==> src/hdl/rv_config.svh <==
`ifndef RV_CONFIG_SVH
`define RV_CONFIG_SVH

// Datapath width
`define RV_XLEN 32

// Instruction memory depth in words
`define RV_IMEM_WORDS 64

// Data memory depth in words
`define RV_DMEM_WORDS 64

// ADDI x0, x0, 0
`define RV_NOP 32'h0000_0013

`endif
==> src/hdl/rvPkg.sv <==
`include "rv_config.svh"

package rvPkg;

  // Major opcodes of the supported subset
  typedef enum logic [6:0] {
    OpcOp     = 7'b0110011,
    OpcOpImm  = 7'b0010011,
    OpcLoad   = 7'b0000011,
    OpcStore  = 7'b0100011,
    OpcBranch = 7'b1100011,
    OpcJal    = 7'b1101111
  } opcodeE;

  typedef enum logic [2:0] {
    AluAdd,
    AluSub,
    AluAnd,
    AluOr,
    AluXor,
    AluSlt
  } aluOpE;

  // Operand source for EX
  typedef enum logic [1:0] {
    FwdReg,
    FwdMem,
    FwdWb
  } fwdSelE;

  typedef enum logic [1:0] {
    WbAlu,
    WbMem,
    WbPc4
  } wbSelE;

  // All zero is a bubble
  typedef struct packed {
    aluOpE aluOp;
    logic  useImm;
    logic  memRead;
    logic  memWrite;
    logic  regWrite;
    wbSelE wbSel;
    logic  isBranch;
    logic  branchNe;
    logic  isJal;
  } ctrlT;

  typedef struct packed {
    logic [`RV_XLEN-1:0] pc;
    logic [31:0]         instr;
  } fetchT;

  typedef struct packed {
    logic [`RV_XLEN-1:0] pc;
    logic [`RV_XLEN-1:0] rs1Data;
    logic [`RV_XLEN-1:0] rs2Data;
    logic [`RV_XLEN-1:0] imm;
    logic [4:0]          rs1;
    logic [4:0]          rs2;
    logic [4:0]          rd;
  } exOperT;

  typedef struct packed {
    logic [`RV_XLEN-1:0] aluResult;
    logic [`RV_XLEN-1:0] storeData;
    logic [`RV_XLEN-1:0] pc;
    logic [4:0]          rd;
  } memReqT;

  typedef struct packed {
    logic [4:0]          rd;
    logic [`RV_XLEN-1:0] data;
  } retireT;

  typedef struct packed {
    logic [`RV_XLEN-1:0] addr;
    logic [`RV_XLEN-1:0] data;
  } storeT;

endpackage

==> src/hdl/execUnit.sv <==
`timescale 1ns/1ps
`include "rv_config.svh"

module execUnit (
  input  logic                clk,
  input  logic                rstN,
  input  rvPkg::exOperT       exOper,
  input  rvPkg::ctrlT         exCtrl,
  input  rvPkg::fwdSelE       fwdA,
  input  rvPkg::fwdSelE       fwdB,
  input  rvPkg::fwdSelE       fwdStore,
  input  rvPkg::retireT       retire,
  output rvPkg::memReqT       memReq,
  output logic                redirect,
  output logic [`RV_XLEN-1:0] redirectPc
);

  logic [`RV_XLEN-1:0] opA;
  logic [`RV_XLEN-1:0] rs2Val;
  logic [`RV_XLEN-1:0] opB;
  logic [`RV_XLEN-1:0] storeVal;
  logic [`RV_XLEN-1:0] aluResult;

  function automatic logic [`RV_XLEN-1:0] pick(input rvPkg::fwdSelE sel,
                                               input logic [`RV_XLEN-1:0] regVal);
    case (sel)
      rvPkg::FwdMem: return memReq.aluResult;
      rvPkg::FwdWb:  return retire.data;
      default:       return regVal;
    endcase
  endfunction

  ////////////////////////////////////////////////////////////////////////////
  // Operands and ALU
  ////////////////////////////////////////////////////////////////////////////

  always_comb begin
    opA      = pick(fwdA, exOper.rs1Data);
    rs2Val   = pick(fwdB, exOper.rs2Data);
    storeVal = pick(fwdStore, exOper.rs2Data);
    opB      = exCtrl.useImm ? exOper.imm : rs2Val;
  end

  always_comb begin
    case (exCtrl.aluOp)
      rvPkg::AluSub: aluResult = opA - opB;
      rvPkg::AluAnd: aluResult = opA & opB;
      rvPkg::AluOr:  aluResult = opA | opB;
      rvPkg::AluXor: aluResult = opA ^ opB;
      rvPkg::AluSlt: aluResult = {{(`RV_XLEN-1){1'b0}}, $signed(opA) < $signed(opB)};
      default:       aluResult = opA + opB;
    endcase
  end

  // BEQ / BNE compare and jump target
  assign redirect   = exCtrl.isJal ||
                      (exCtrl.isBranch && ((opA == rs2Val) != exCtrl.branchNe));
  assign redirectPc = exOper.pc + exOper.imm;

  ////////////////////////////////////////////////////////////////////////////
  // EX/MEM register
  ////////////////////////////////////////////////////////////////////////////

  always_ff @(posedge clk) begin
    memReq.aluResult <= aluResult;
    memReq.storeData <= storeVal;
    memReq.pc        <= exOper.pc;
    memReq.rd        <= exOper.rd;
    if (!rstN) begin
      memReq.rd <= '0;
    end
  end

endmodule

==> config.mk <==
export PLATFORM = sky130hd
export DESIGN_NAME = execUnit
export DESIGN_NICKNAME = d
export VERILOG_FILES = /design/src/hdl/rvPkg.sv /design/src/hdl/execUnit.sv
export VERILOG_INCLUDE_DIRS = /design/src /design/src/hdl
export SDC_FILE = /design/constraint.sdc
export NUM_CORES = 1
export LEC_CHECK = 0
export BUFFER_PORTS_ARGS = -buffer_cell sky130_fd_sc_hd__clkbuf_2
export CAP_MARGIN = 10
export CORE_MARGIN = 4
export CORE_UTILIZATION = 49
export CTS_CLUSTER_DIAMETER = 100
export CTS_CLUSTER_SIZE = 28
export DETAILED_ROUTE_END_ITERATION = 8
export PLACE_DENSITY = 0.88
export SETUP_SLACK_MARGIN = 0.2
export SYNTH_ARGS = -nofsm -noshare
export SYNTH_HDL_FRONTEND = slang
export SYNTH_SLANG_ARGS = --single-unit
==> constraint.sdc <==
create_clock -name clk -period 4.05 [get_ports clk]
set_clock_uncertainty 0.05 [all_clocks]
set_input_delay 0.405 -clock clk [delete_from_list [all_inputs] [get_ports clk]]
set_output_delay 0.405 -clock clk [all_outputs]
set_load 0.005 [all_outputs]
==> impl_results.html, run 1 <==
<table>
<tr><th>Metric</th><th>Value</th></tr>
<tr><th colspan="2">Final layout</th></tr>
<tr><td>Fraction of layout cells with a size suffix above 1</td><td>37.1%</td></tr>
<tr><td>Antenna Cells</td><td>0</td></tr>
<tr><td>Top reg by flops</td><td>memReq</td></tr>
<tr><td>Post-layout instance area</td><td>0.0167 sq mm</td></tr>
<tr><td>Fin cells</td><td>2505</td></tr>
<tr><td>NumNets Final</td><td>2523</td></tr>
<tr><td>Area added between synthesis and finish</td><td>44.7%</td></tr>
<tr><td>Regs by FF count</td><td>memReq (101)</td></tr>
<tr><td>Number of flip-flops under the largest register name</td><td>101</td></tr>
<tr><th colspan="2">Yosys</th></tr>
<tr><td>Fraction of registers with async set/reset</td><td>0%</td></tr>
<tr><td>Synthesized instance count</td><td>1642</td></tr>
<tr><td>Count of state elements after synthesis</td><td>101</td></tr>
<tr><td>Number of synthesized flops with an enable pin</td><td>0</td></tr>
<tr><td>Synthesis Warnings</td><td>0</td></tr>
<tr><td>Cell area after technology mapping</td><td>0.0116 sq mm</td></tr>
<tr><td>Top_reg_cell synth</td><td>sky130_fd_sc_hd__dfxtp_1</td></tr>
<tr><td>Net count after synthesis</td><td>1978</td></tr>
<tr><td>Average footprint of a synthesized cell</td><td>7.04 sq um</td></tr>
<tr><td>Number of different library cells in the post-synthesis netlist</td><td>85</td></tr>
<tr><td>Portion of the post-synthesis area used by sequential elements</td><td>17.5%</td></tr>
<tr><th colspan="2">Clock network</th></tr>
<tr><td>Sinks on the clock net</td><td>101</td></tr>
<tr><td>Clock root buffer</td><td>sky130_fd_sc_hd__clkbuf_16</td></tr>
<tr><td>Largest buffer count on any clock path</td><td>2</td></tr>
<tr><td>Num CTS Buffers</td><td>9</td></tr>
<tr><td>H-tree depth</td><td>3</td></tr>
<tr><td>Clock network latency to the later pin of the worst-skew pair</td><td>0.38 ns</td></tr>
<tr><td>Clock tree from TritonCTS</td><td>done</td></tr>
<tr><td>CTS clock-pin slew for the worst setup and hold paths</td><td>0.09 ns</td></tr>
<tr><td>Post-CTS Hold Fix Bufs</td><td>0</td></tr>
<tr><th colspan="2">Worst setup path</th></tr>
<tr><td>Most frequent cell on the critical path</td><td>sky130_fd_sc_hd__buf_4</td></tr>
<tr><td>Data required, critical path</td><td>4.26 ns</td></tr>
<tr><td>Critical path endpoint category</td><td>flip-flop</td></tr>
<tr><td>Setup slack of the worst register-to-register path</td><td>0.38 ns</td></tr>
<tr><td>Critical path startpoint category</td><td>input port</td></tr>
<tr><td>Critical path, cell by cell</td><td>buf_4 -&gt; inv_2 -&gt; ha_4 -&gt; buf_12 -&gt; buf_4 -&gt; a22oi_1 -&gt; nor2_1 -&gt; a21oi_1 -&gt; o21ai_1 -&gt; ha_1 -&gt; buf_4 -&gt; a21oi_1 -&gt; o21bai_1 -&gt; a21oi_1 -&gt; nor2_1 -&gt; a211oi_1 -&gt; buf_4 -&gt; o21ai_2 -&gt; a2111o_1 -&gt; a21oi_2 -&gt; a221oi_2</td></tr>
<tr><td>Largest fanout of any net on the critical path</td><td>11</td></tr>
<tr><td>Setup CP Type</td><td>input port to flip-flop</td></tr>
<tr><td>CP arrival</td><td>4.09 ns</td></tr>
<tr><td>CP max stage delay</td><td>0.45 ns</td></tr>
<tr><td>Cell class contributing the biggest share of worst-path delay</td><td>compound AO/OA/AOI/OAI gates</td></tr>
<tr><td>Cell with the biggest individual delay on the critical path</td><td>sky130_fd_sc_hd__a2111o_1</td></tr>
<tr><td>Count of buffering cells on the critical path with inverters included</td><td>6</td></tr>
<tr><th colspan="2">Global routing</th></tr>
<tr><td>Initial antenna violation count</td><td>0</td></tr>
<tr><td>Overall global routing resource usage</td><td>39.3%</td></tr>
<tr><td>Wire length of the first global-routing pass</td><td>82.0 mm</td></tr>
<tr><td>Via count of the first global-routing pass</td><td>15500</td></tr>
<tr><td>Pin count of the biggest net entering global routing</td><td>65</td></tr>
<tr><td>Remaining Overflow, GRT</td><td>0</td></tr>
<tr><th colspan="2">STA</th></tr>
<tr><td>Setup slack after layout</td><td>0.166 ns</td></tr>
<tr><td>Slew Viols, Final</td><td>0</td></tr>
<tr><td>Minimum clock period after layout</td><td>3.88 ns</td></tr>
<tr><td>RSZ-0062 raised after global routing</td><td>true</td></tr>
<tr><td>Worst slew pin tran</td><td>1.07 ns</td></tr>
<tr><td>Slew headroom</td><td>28.4%</td></tr>
<tr><td>Part of the cycle the worst path needs</td><td>95.9%</td></tr>
<tr><td>Maximum achievable frequency</td><td>0.257 GHz</td></tr>
<tr><td>Final-report hold violation count</td><td>0</td></tr>
<tr><td>Minimum hold slack</td><td>0.0892 ns</td></tr>
<tr><td>Finish-stage setup viols</td><td>0</td></tr>
<tr><th colspan="2">Floorplan</th></tr>
<tr><td>I/O pin count</td><td>334</td></tr>
<tr><td>Row cnt</td><td>55</td></tr>
<tr><td>DIE AREA</td><td>0.0261 sq mm</td></tr>
<tr><td>Initial core utilization</td><td>50.4%</td></tr>
<tr><td>Overall die width</td><td>162 um</td></tr>
<tr><td>Die height</td><td>162 um</td></tr>
<tr><td>Core area</td><td>0.0229 sq mm</td></tr>
<tr><th colspan="2">Power and ir drop</th></tr>
<tr><td>Switching power summed over all nets</td><td>2.84 mW</td></tr>
<tr><td>Fraction of power consumed by the clock network</td><td>15.7%</td></tr>
<tr><td>Relative contribution of combinational cells to total power</td><td>62.7%</td></tr>
<tr><td>Sequential fraction of design power</td><td>21.6%</td></tr>
<tr><td>Pwr dens</td><td>369 mW/mm^2</td></tr>
<tr><td>Cell-internal power</td><td>3.34 mW</td></tr>
<tr><td>Leakage component of the power</td><td>8.05 nW</td></tr>
<tr><td>Peak supply drop</td><td>0.229 mV</td></tr>
<tr><td>Switch share</td><td>46.0%</td></tr>
<tr><th colspan="2">Route</th></tr>
<tr><td>Count of unresolved DRC violations after routing</td><td>0</td></tr>
<tr><td>Violation count after the first detailed-routing iteration</td><td>2626</td></tr>
<tr><td>Iteration count of the initial detailed-routing pass</td><td>8</td></tr>
<tr><td>Post-detailed-route via-to-cell ratio</td><td>6.45</td></tr>
<tr><td>Routed wire length per instance</td><td>22.8 um</td></tr>
<tr><td>Detail Route Antenna Nets</td><td>0</td></tr>
<tr><td>Vias</td><td>16100</td></tr>
<tr><td>Routed Wire Length</td><td>57.0 mm</td></tr>
<tr><th colspan="2">Placement</th></tr>
<tr><td>Final weighted congestion of routability-driven global placement</td><td>1.06</td></tr>
<tr><td>Detailed placer's ending HPWL</td><td>43.5 mm</td></tr>
<tr><td>Buffers on Ports</td><td>313</td></tr>
<tr><td>Post-Place Setup Slack</td><td>-0.353 ns</td></tr>
<tr><td>Area after detailed placement</td><td>0.0157 sq mm</td></tr>
<tr><td>Inst Count DP</td><td>2472</td></tr>
<tr><th colspan="2">Outcome</th></tr>
<tr><td>Result of the run</td><td>complete, no violations</td></tr>
<tr><th colspan="2">Run</th></tr>
<tr><td>Number of max-cap violations</td><td>0</td></tr>
<tr><th colspan="2">Hold path</th></tr>
<tr><td>Class of the tightest hold or removal check</td><td>input port to flip-flop</td></tr>
</table>
## metal layers
| layer | wire, um | vias up | track usage (%) |
|---|---|---|---|
| li1 | - | 7022 | - |
| met1 | 19400 | 7261 | 45.8 |
| met2 | 25000 | 1428 | 64.8 |
| met3 | 7290 | 434 | 8.11 |
| met4 | 5370 | 0 | 26.8 |
| met5 | 0 | - | 0 |
## metrics by stage
stage          utilization, %  setup TNS, ns  power (mW)
2_1_floorplan               -              0        3.18
3_3_place_gp             68.5          -2.50        4.71
3_5_place_dp             68.5          -4.29        4.80
4_1_cts                  70.6              0        5.81
5_1_grt                  73.0              0        6.42
6_report                 73.0              0        6.18
## cell usage after synthesis (8+ instances only)
library cell / number / area, sq um
sky130_fd_sc_hd__buf_2: 8 / 40.0
sky130_fd_sc_hd__a31oi_1: 11 / 68.8
sky130_fd_sc_hd__o211ai_1: 13 / 97.6
sky130_fd_sc_hd__inv_1: 119 / 447
sky130_fd_sc_hd__xnor2_1: 69 / 604
sky130_fd_sc_hd__o31ai_1: 10 / 75.1
sky130_fd_sc_hd__dfxtp_1: 101 / 2020
sky130_fd_sc_hd__nand4_1: 15 / 93.8
sky130_fd_sc_hd__nor4_1: 14 / 87.6
sky130_fd_sc_hd__nand2_1: 139 / 522
sky130_fd_sc_hd__nand3_1: 21 / 105
sky130_fd_sc_hd__a22oi_1: 114 / 856
sky130_fd_sc_hd__buf_1: 9 / 33.8
sky130_fd_sc_hd__a211oi_1: 17 / 128
sky130_fd_sc_hd__o21bai_1: 16 / 120
sky130_fd_sc_hd__clkbuf_1: 84 / 315
sky130_fd_sc_hd__a21oi_1: 180 / 901
sky130_fd_sc_hd__ha_1: 133 / 1660
sky130_fd_sc_hd__xor2_1: 11 / 96.3
sky130_fd_sc_hd__and2_1: 9 / 56.3
sky130_fd_sc_hd__nor3_1: 33 / 165
sky130_fd_sc_hd__o22ai_1: 22 / 138
sky130_fd_sc_hd__or3_1: 10 / 62.6
sky130_fd_sc_hd__nand2b_1: 11 / 68.8
sky130_fd_sc_hd__o21ai_0: 147 / 736
sky130_fd_sc_hd__nor2_1: 159 / 597
sky130_fd_sc_hd__nor2b_1: 12 / 75.1
sky130_fd_sc_hd__a21o_1: 23 / 173
sky130_fd_sc_hd__o21a_1: 13 / 97.6
## layout by cell type, fill, tap and decap left out, types with 18 or more instances in the layout
| cell | count |
|---|---|
| sky130_fd_sc_hd__a21oi_1 | 136 |
| sky130_fd_sc_hd__a22oi_1 | 105 |
| sky130_fd_sc_hd__buf_4 | 309 |
| sky130_fd_sc_hd__dfxtp_1 | 101 |
| sky130_fd_sc_hd__nor2_1 | 154 |
| sky130_fd_sc_hd__a21o_1 | 23 |
| sky130_fd_sc_hd__o22ai_1 | 22 |
| sky130_fd_sc_hd__o21ai_0 | 126 |
| sky130_fd_sc_hd__clkbuf_2 | 311 |
| sky130_fd_sc_hd__nand2_1 | 139 |
| sky130_fd_sc_hd__a21oi_2 | 42 |
| sky130_fd_sc_hd__xnor2_1 | 68 |
| sky130_fd_sc_hd__nor3_1 | 30 |
| sky130_fd_sc_hd__nand3_1 | 18 |
| sky130_fd_sc_hd__ha_1 | 119 |
| sky130_fd_sc_hd__inv_1 | 112 |
## kinds of logic after synthesis
logic type,count (synthesis),share of synthesized area [%]
AO/OA/AOI/OAI,652,36.5
XOR/XNOR,80,6.06
adder cells (fa/ha/maj),136,14.9
buffers and inverters,229,7.71
flip-flops,101,17.5
multiplexers,3,0.271
AND/OR/NAND/NOR,441,17.1
## path summary, 6_finish.rpt
| kind | startpoint | end | cells past startpoint |
|---|---|---|---|
| max | fwdB[1] | memReq[99] | 21 |
| min | exOper[111] | memReq[5] | 1 |
| max reg2reg | memReq[69] | memReq[99] | 18 |
| min reg2reg | memReq[72] | memReq[40] | 2 |
## layout make-up
class / instances / area (sq um)
clock buffers: 9 / 225
clock inverters: 7 / 75.1
fillers: 1666 / 6200
inverters: 124 / 468
multi-input cells: 1312 / 9310
flip-flops and latches: 101 / 2020
well taps: 313 / 392
repair buffers: 639 / 4230
## power groups by stage
stage / clock network, mW / logic [mW] / registers, mW
2_1_floorplan: 0 / 1.90 / 1.29
3_3_place_gp: 0 / 3.37 / 1.33
3_5_place_dp: 0 / 3.46 / 1.34
4_1_cts: 0.948 / 3.55 / 1.32
5_1_grt: 0.985 / 4.10 / 1.34
6_report: 0.972 / 3.87 / 1.33
## what timing repair did
action | in CTS | in global routing
pin swaps | 16 | 41
gates resized for setup | 36 | 101
buffers inserted | 6 | 9
gates cloned | 0 | 2
setup endpoints to repair | 17 | 25
Note: power is estimated with default switching activity, not from simulation.
==> run 2: changes to the inputs <==
Settings changed: CORE_ASPECT_RATIO set to 0.9.
==> run 2 against run 1 <==
Net effect: core utilization is 2.0 points lower; sequential share of layout area is 0.15 points higher; hold slack better by 0.0049 ns; highest routed layer unchanged; combinational power is 2% lower; global-route usage is 0.98 points lower; flip-flop and latch count stayed put; critical endpoint is now memReq[94]; via count is 3.5% lower; register-to-register slack worse by 0.04 ns; final area is 1.3% lower.
==> impl_results.html, run 2 (synthesized netlist as in run 1, its figures left out) <==
<table>
<tr><th>Metric</th><th>Value</th></tr>
<tr><th colspan="2">Outcome</th></tr>
<tr><td>Result of the run</td><td>complete, no violations (unchanged)</td></tr>
<tr><th colspan="2">Worst setup path</th></tr>
<tr><td>Cell class contributing the biggest share of worst-path delay</td><td>compound AO/OA/AOI/OAI gates (unchanged)</td></tr>
<tr><td>Cell with the biggest individual delay on the critical path</td><td>sky130_fd_sc_hd__a221oi_2 (was sky130_fd_sc_hd__a2111o_1)</td></tr>
<tr><td>Most frequent cell on the critical path</td><td>sky130_fd_sc_hd__buf_4 (unchanged)</td></tr>
<tr><td>Largest fanout of any net on the critical path</td><td>26 (was 11)</td></tr>
<tr><td>Setup CP Type</td><td>input port to flip-flop (unchanged)</td></tr>
<tr><td>Critical path endpoint category</td><td>flip-flop (unchanged)</td></tr>
<tr><td>CP max stage delay</td><td>0.33 ns (was 0.45 ns)</td></tr>
<tr><td>Critical path, cell by cell</td><td>clkbuf_2 -&gt; inv_1 -&gt; ha_4 -&gt; buf_12 -&gt; buf_4 -&gt; a21oi_2 -&gt; inv_1 -&gt; ha_4 -&gt; o21ai_2 -&gt; o211ai_2 -&gt; nand3_2 -&gt; o211a_2 -&gt; o31a_4 -&gt; buf_4 -&gt; o21ai_1 -&gt; o211ai_1 -&gt; a221oi_2 -&gt; nor4_2 -&gt; a311oi_1 -&gt; buf_4 (was buf_4 -&gt; inv_2 -&gt; ha_4 -&gt; buf_12 -&gt; buf_4 -&gt; a22oi_1 -&gt; nor2_1 -&gt; a21oi_1 -&gt; o21ai_1 -&gt; ha_1 -&gt; buf_4 -&gt; a21oi_1 -&gt; o21bai_1 -&gt; a21oi_1 -&gt; nor2_1 -&gt; a211oi_1 -&gt; buf_4 -&gt; o21ai_2 -&gt; a2111o_1 -&gt; a21oi_2 -&gt; a221oi_2)</td></tr>
<tr><td>Data required, critical path</td><td>4.33 ns (was 4.26 ns)</td></tr>
<tr><td>Critical path startpoint category</td><td>input port (unchanged)</td></tr>
<tr><td>Count of buffering cells on the critical path with inverters included</td><td>7 (was 6)</td></tr>
<tr><td>CP arrival</td><td>4.14 ns (was 4.09 ns)</td></tr>
<tr><th colspan="2">STA</th></tr>
<tr><td>Final-report hold violation count</td><td>0 (unchanged)</td></tr>
<tr><td>Slew Viols, Final</td><td>0 (unchanged)</td></tr>
<tr><td>Slew headroom</td><td>47.2% (was 28.4%)</td></tr>
<tr><td>Minimum clock period after layout</td><td>3.86 ns (was 3.88 ns)</td></tr>
<tr><td>Worst slew pin tran</td><td>0.792 ns (was 1.07 ns)</td></tr>
<tr><td>Maximum achievable frequency</td><td>0.259 GHz (was 0.257 GHz)</td></tr>
<tr><td>Part of the cycle the worst path needs</td><td>95.3% (was 95.9%)</td></tr>
<tr><td>RSZ-0062 raised after global routing</td><td>true (unchanged)</td></tr>
<tr><td>Setup slack after layout</td><td>0.191 ns (was 0.166 ns)</td></tr>
<tr><td>Finish-stage setup viols</td><td>0 (unchanged)</td></tr>
<tr><th colspan="2">Global routing</th></tr>
<tr><td>Remaining Overflow, GRT</td><td>0 (unchanged)</td></tr>
<tr><td>Via count of the first global-routing pass</td><td>14500 (was 15500)</td></tr>
<tr><td>Overall global routing resource usage</td><td>38.3% (was 39.3%)</td></tr>
<tr><td>Pin count of the biggest net entering global routing</td><td>56 (was 65)</td></tr>
<tr><td>Initial antenna violation count</td><td>0 (unchanged)</td></tr>
<tr><td>Wire length of the first global-routing pass</td><td>79.6 mm (was 82.0 mm)</td></tr>
<tr><th colspan="2">Final layout</th></tr>
<tr><td>Most used cells in the layout excluding fill and tap cells</td><td>sky130_fd_sc_hd__clkbuf_2, sky130_fd_sc_hd__buf_4, sky130_fd_sc_hd__nor2_1 (unchanged)</td></tr>
<tr><td>Top reg by flops</td><td>memReq (unchanged)</td></tr>
<tr><td>Fraction of layout cells with a size suffix above 1</td><td>36.1% (was 37.1%)</td></tr>
<tr><td>NumNets Final</td><td>2505 (was 2523)</td></tr>
<tr><td>Most common cell after layout, fill and taps aside</td><td>sky130_fd_sc_hd__clkbuf_2 (unchanged)</td></tr>
<tr><td>Antenna Cells</td><td>0 (unchanged)</td></tr>
<tr><td>Area added between synthesis and finish</td><td>42.8% (was 44.7%)</td></tr>
<tr><td>Regs by FF count</td><td>memReq (101) (unchanged)</td></tr>
<tr><td>Number of flip-flops under the largest register name</td><td>101 (unchanged)</td></tr>
<tr><th colspan="2">Power and ir drop</th></tr>
<tr><td>Pwr dens</td><td>371 mW/mm^2 (was 369 mW/mm^2)</td></tr>
<tr><td>Leakage component of the power</td><td>7.91 nW (was 8.05 nW)</td></tr>
<tr><td>Relative contribution of combinational cells to total power</td><td>62.1% (was 62.7%)</td></tr>
<tr><td>Switch share</td><td>45.5% (was 46.0%)</td></tr>
<tr><td>Cell-internal power</td><td>3.34 mW (about the same)</td></tr>
<tr><td>Switching power summed over all nets</td><td>2.79 mW (was 2.84 mW)</td></tr>
<tr><td>Fraction of power consumed by the clock network</td><td>16.0% (was 15.7%)</td></tr>
<tr><td>Sequential fraction of design power</td><td>21.9% (was 21.6%)</td></tr>
<tr><td>Overall Power</td><td>6.13 mW (was 6.18 mW)</td></tr>
<tr><td>Peak supply drop</td><td>0.217 mV (was 0.229 mV)</td></tr>
<tr><th colspan="2">Clock network</th></tr>
<tr><td>Clock network latency to the later pin of the worst-skew pair</td><td>0.37 ns (was 0.38 ns)</td></tr>
<tr><td>H-tree depth</td><td>3 (unchanged)</td></tr>
<tr><td>Clock tree from TritonCTS</td><td>done (unchanged)</td></tr>
<tr><td>Post-CTS Hold Fix Bufs</td><td>0 (unchanged)</td></tr>
<tr><td>Largest buffer count on any clock path</td><td>2 (unchanged)</td></tr>
<tr><td>CTS clock-pin slew for the worst setup and hold paths</td><td>0.09 ns (about the same)</td></tr>
<tr><td>Clock root buffer</td><td>sky130_fd_sc_hd__clkbuf_16 (unchanged)</td></tr>
<tr><td>Sinks on the clock net</td><td>101 (unchanged)</td></tr>
<tr><td>Num CTS Buffers</td><td>9 (unchanged)</td></tr>
<tr><th colspan="2">Route</th></tr>
<tr><td>Count of unresolved DRC violations after routing</td><td>0 (unchanged)</td></tr>
<tr><td>Violation count after the first detailed-routing iteration</td><td>2002 (was 2626)</td></tr>
<tr><td>Vias</td><td>15600 (was 16100)</td></tr>
<tr><td>Post-detailed-route via-to-cell ratio</td><td>6.29 (was 6.45)</td></tr>
<tr><td>Detail Route Antenna Nets</td><td>0 (unchanged)</td></tr>
<tr><td>Routed Wire Length</td><td>55.2 mm (was 57.0 mm)</td></tr>
<tr><td>Iteration count of the initial detailed-routing pass</td><td>8 (unchanged)</td></tr>
<tr><td>Routed wire length per instance</td><td>22.3 um (was 22.8 um)</td></tr>
<tr><th colspan="2">Floorplan</th></tr>
<tr><td>Die height</td><td>154 um (was 162 um)</td></tr>
<tr><td>DIE AREA</td><td>0.0261 sq mm (about the same)</td></tr>
<tr><td>Overall die width</td><td>170 um (was 162 um)</td></tr>
<tr><td>I/O pin count</td><td>334 (unchanged)</td></tr>
<tr><td>Core area</td><td>0.0233 sq mm (was 0.0229 sq mm)</td></tr>
<tr><td>Row cnt</td><td>53 (was 55)</td></tr>
<tr><td>Initial core utilization</td><td>49.7% (was 50.4%)</td></tr>
<tr><th colspan="2">Placement</th></tr>
<tr><td>Detailed placer's ending HPWL</td><td>43.4 mm (was 43.5 mm)</td></tr>
<tr><td>Post-Place Setup Slack</td><td>-0.304 ns (was -0.353 ns)</td></tr>
<tr><td>Final weighted congestion of routability-driven global placement</td><td>1.05 (was 1.06)</td></tr>
<tr><td>Buffers on Ports</td><td>313 (unchanged)</td></tr>
<tr><th colspan="2">Hold path</th></tr>
<tr><td>Class of the tightest hold or removal check</td><td>input port to flip-flop (unchanged)</td></tr>
<tr><th colspan="2">Run</th></tr>
<tr><td>Number of max-cap violations</td><td>0 (unchanged)</td></tr>
</table>
run 2: layout make-up:
class                   instances  area, sq um
inverters                     124          468
repair buffers                621         4030
flip-flops and latches        101         2020
multi-input cells            1312         9310
well taps                     302          378
clock inverters                 6         66.3
clock buffers                  10          239
fillers                      1906         6770
run 2: final timing paths:
path	endpoint	cells after the start	slack, ns	from
worst max-delay path	memReq[94]	20	0.19	fwdA[0]
worst min-delay path	memReq[31]	1	0.09	exOper[137]
worst max register to register	memReq[97]	17	0.34	memReq[69]
worst min register to register	memReq[55]	2	0.63	memReq[87]
run 2: layer usage:
metal	up-vias	track usage (%)	wire [um]
li1	6967	-	-
met4	0	19.8	3740
met5	-	0	0
met3	290	6.86	6260
met1	7115	47.4	20400
met2	1203	63.6	24800
run 2: per-stage QoR:
stage	cells	hold WS (ns)	TNS [ns]	instance area, sq um	util (%)
after detailed placement	2435	0.478	-3.57	15400	66.3
after floorplan	1642	0.383	0	11800	-
after global routing	2476	0.0942	0	16500	70.9
final	2476	0.0940	0	16500	70.9
after global placement	2435	0.478	-2.03	15400	66.3
after CTS	2457	0.0961	0	15800	68.1
run 2: power by group through the flow:
| stage | clock [mW] | combinational [mW] | sequential [mW] |
|---|---|---|---|
| 2_1_floorplan | 0 | 1.90 | 1.29 |
| 3_3_place_gp | 0 | 3.36 | 1.35 |
| 3_5_place_dp | 0 | 3.43 | 1.35 |
| 4_1_cts | 0.976 | 3.48 | 1.33 |
| 5_1_grt | 1.00 | 4.05 | 1.35 |
| 6_report | 0.980 | 3.80 | 1.34 |
run 2: what timing repair did:
action | 4_1_cts | 5_1_grt
setup endpoints to repair | 13 | 24
cloned | 0 | 2
pin swaps | 11 | 33
setup buffers | 6 | 17
endpoints found under the hold margin | 0 | 0
gates resized for setup | 16 | 106
run 2: worst register-to-register path: stages (launching register included):
cell and delay (ns):
sky130_fd_sc_hd__dfxtp_1 0.44, sky130_fd_sc_hd__a22oi_1 0.10, sky130_fd_sc_hd__nor2_1 0.13, sky130_fd_sc_hd__a21oi_2 0.07
sky130_fd_sc_hd__o21ai_2 0.20, sky130_fd_sc_hd__ha_2 0.23, sky130_fd_sc_hd__inv_1 0.06, sky130_fd_sc_hd__fa_1 0.44
sky130_fd_sc_hd__nor2b_1 0.23, sky130_fd_sc_hd__o31ai_2 0.13, sky130_fd_sc_hd__nand2_2 0.13, sky130_fd_sc_hd__a311oi_4 0.13
sky130_fd_sc_hd__o211ai_4 0.28, sky130_fd_sc_hd__a21oi_4 0.11, sky130_fd_sc_hd__or3_1 0.41, sky130_fd_sc_hd__o221ai_1 0.23
sky130_fd_sc_hd__a21oi_1 0.06, sky130_fd_sc_hd__a2bb2o_1 0.24
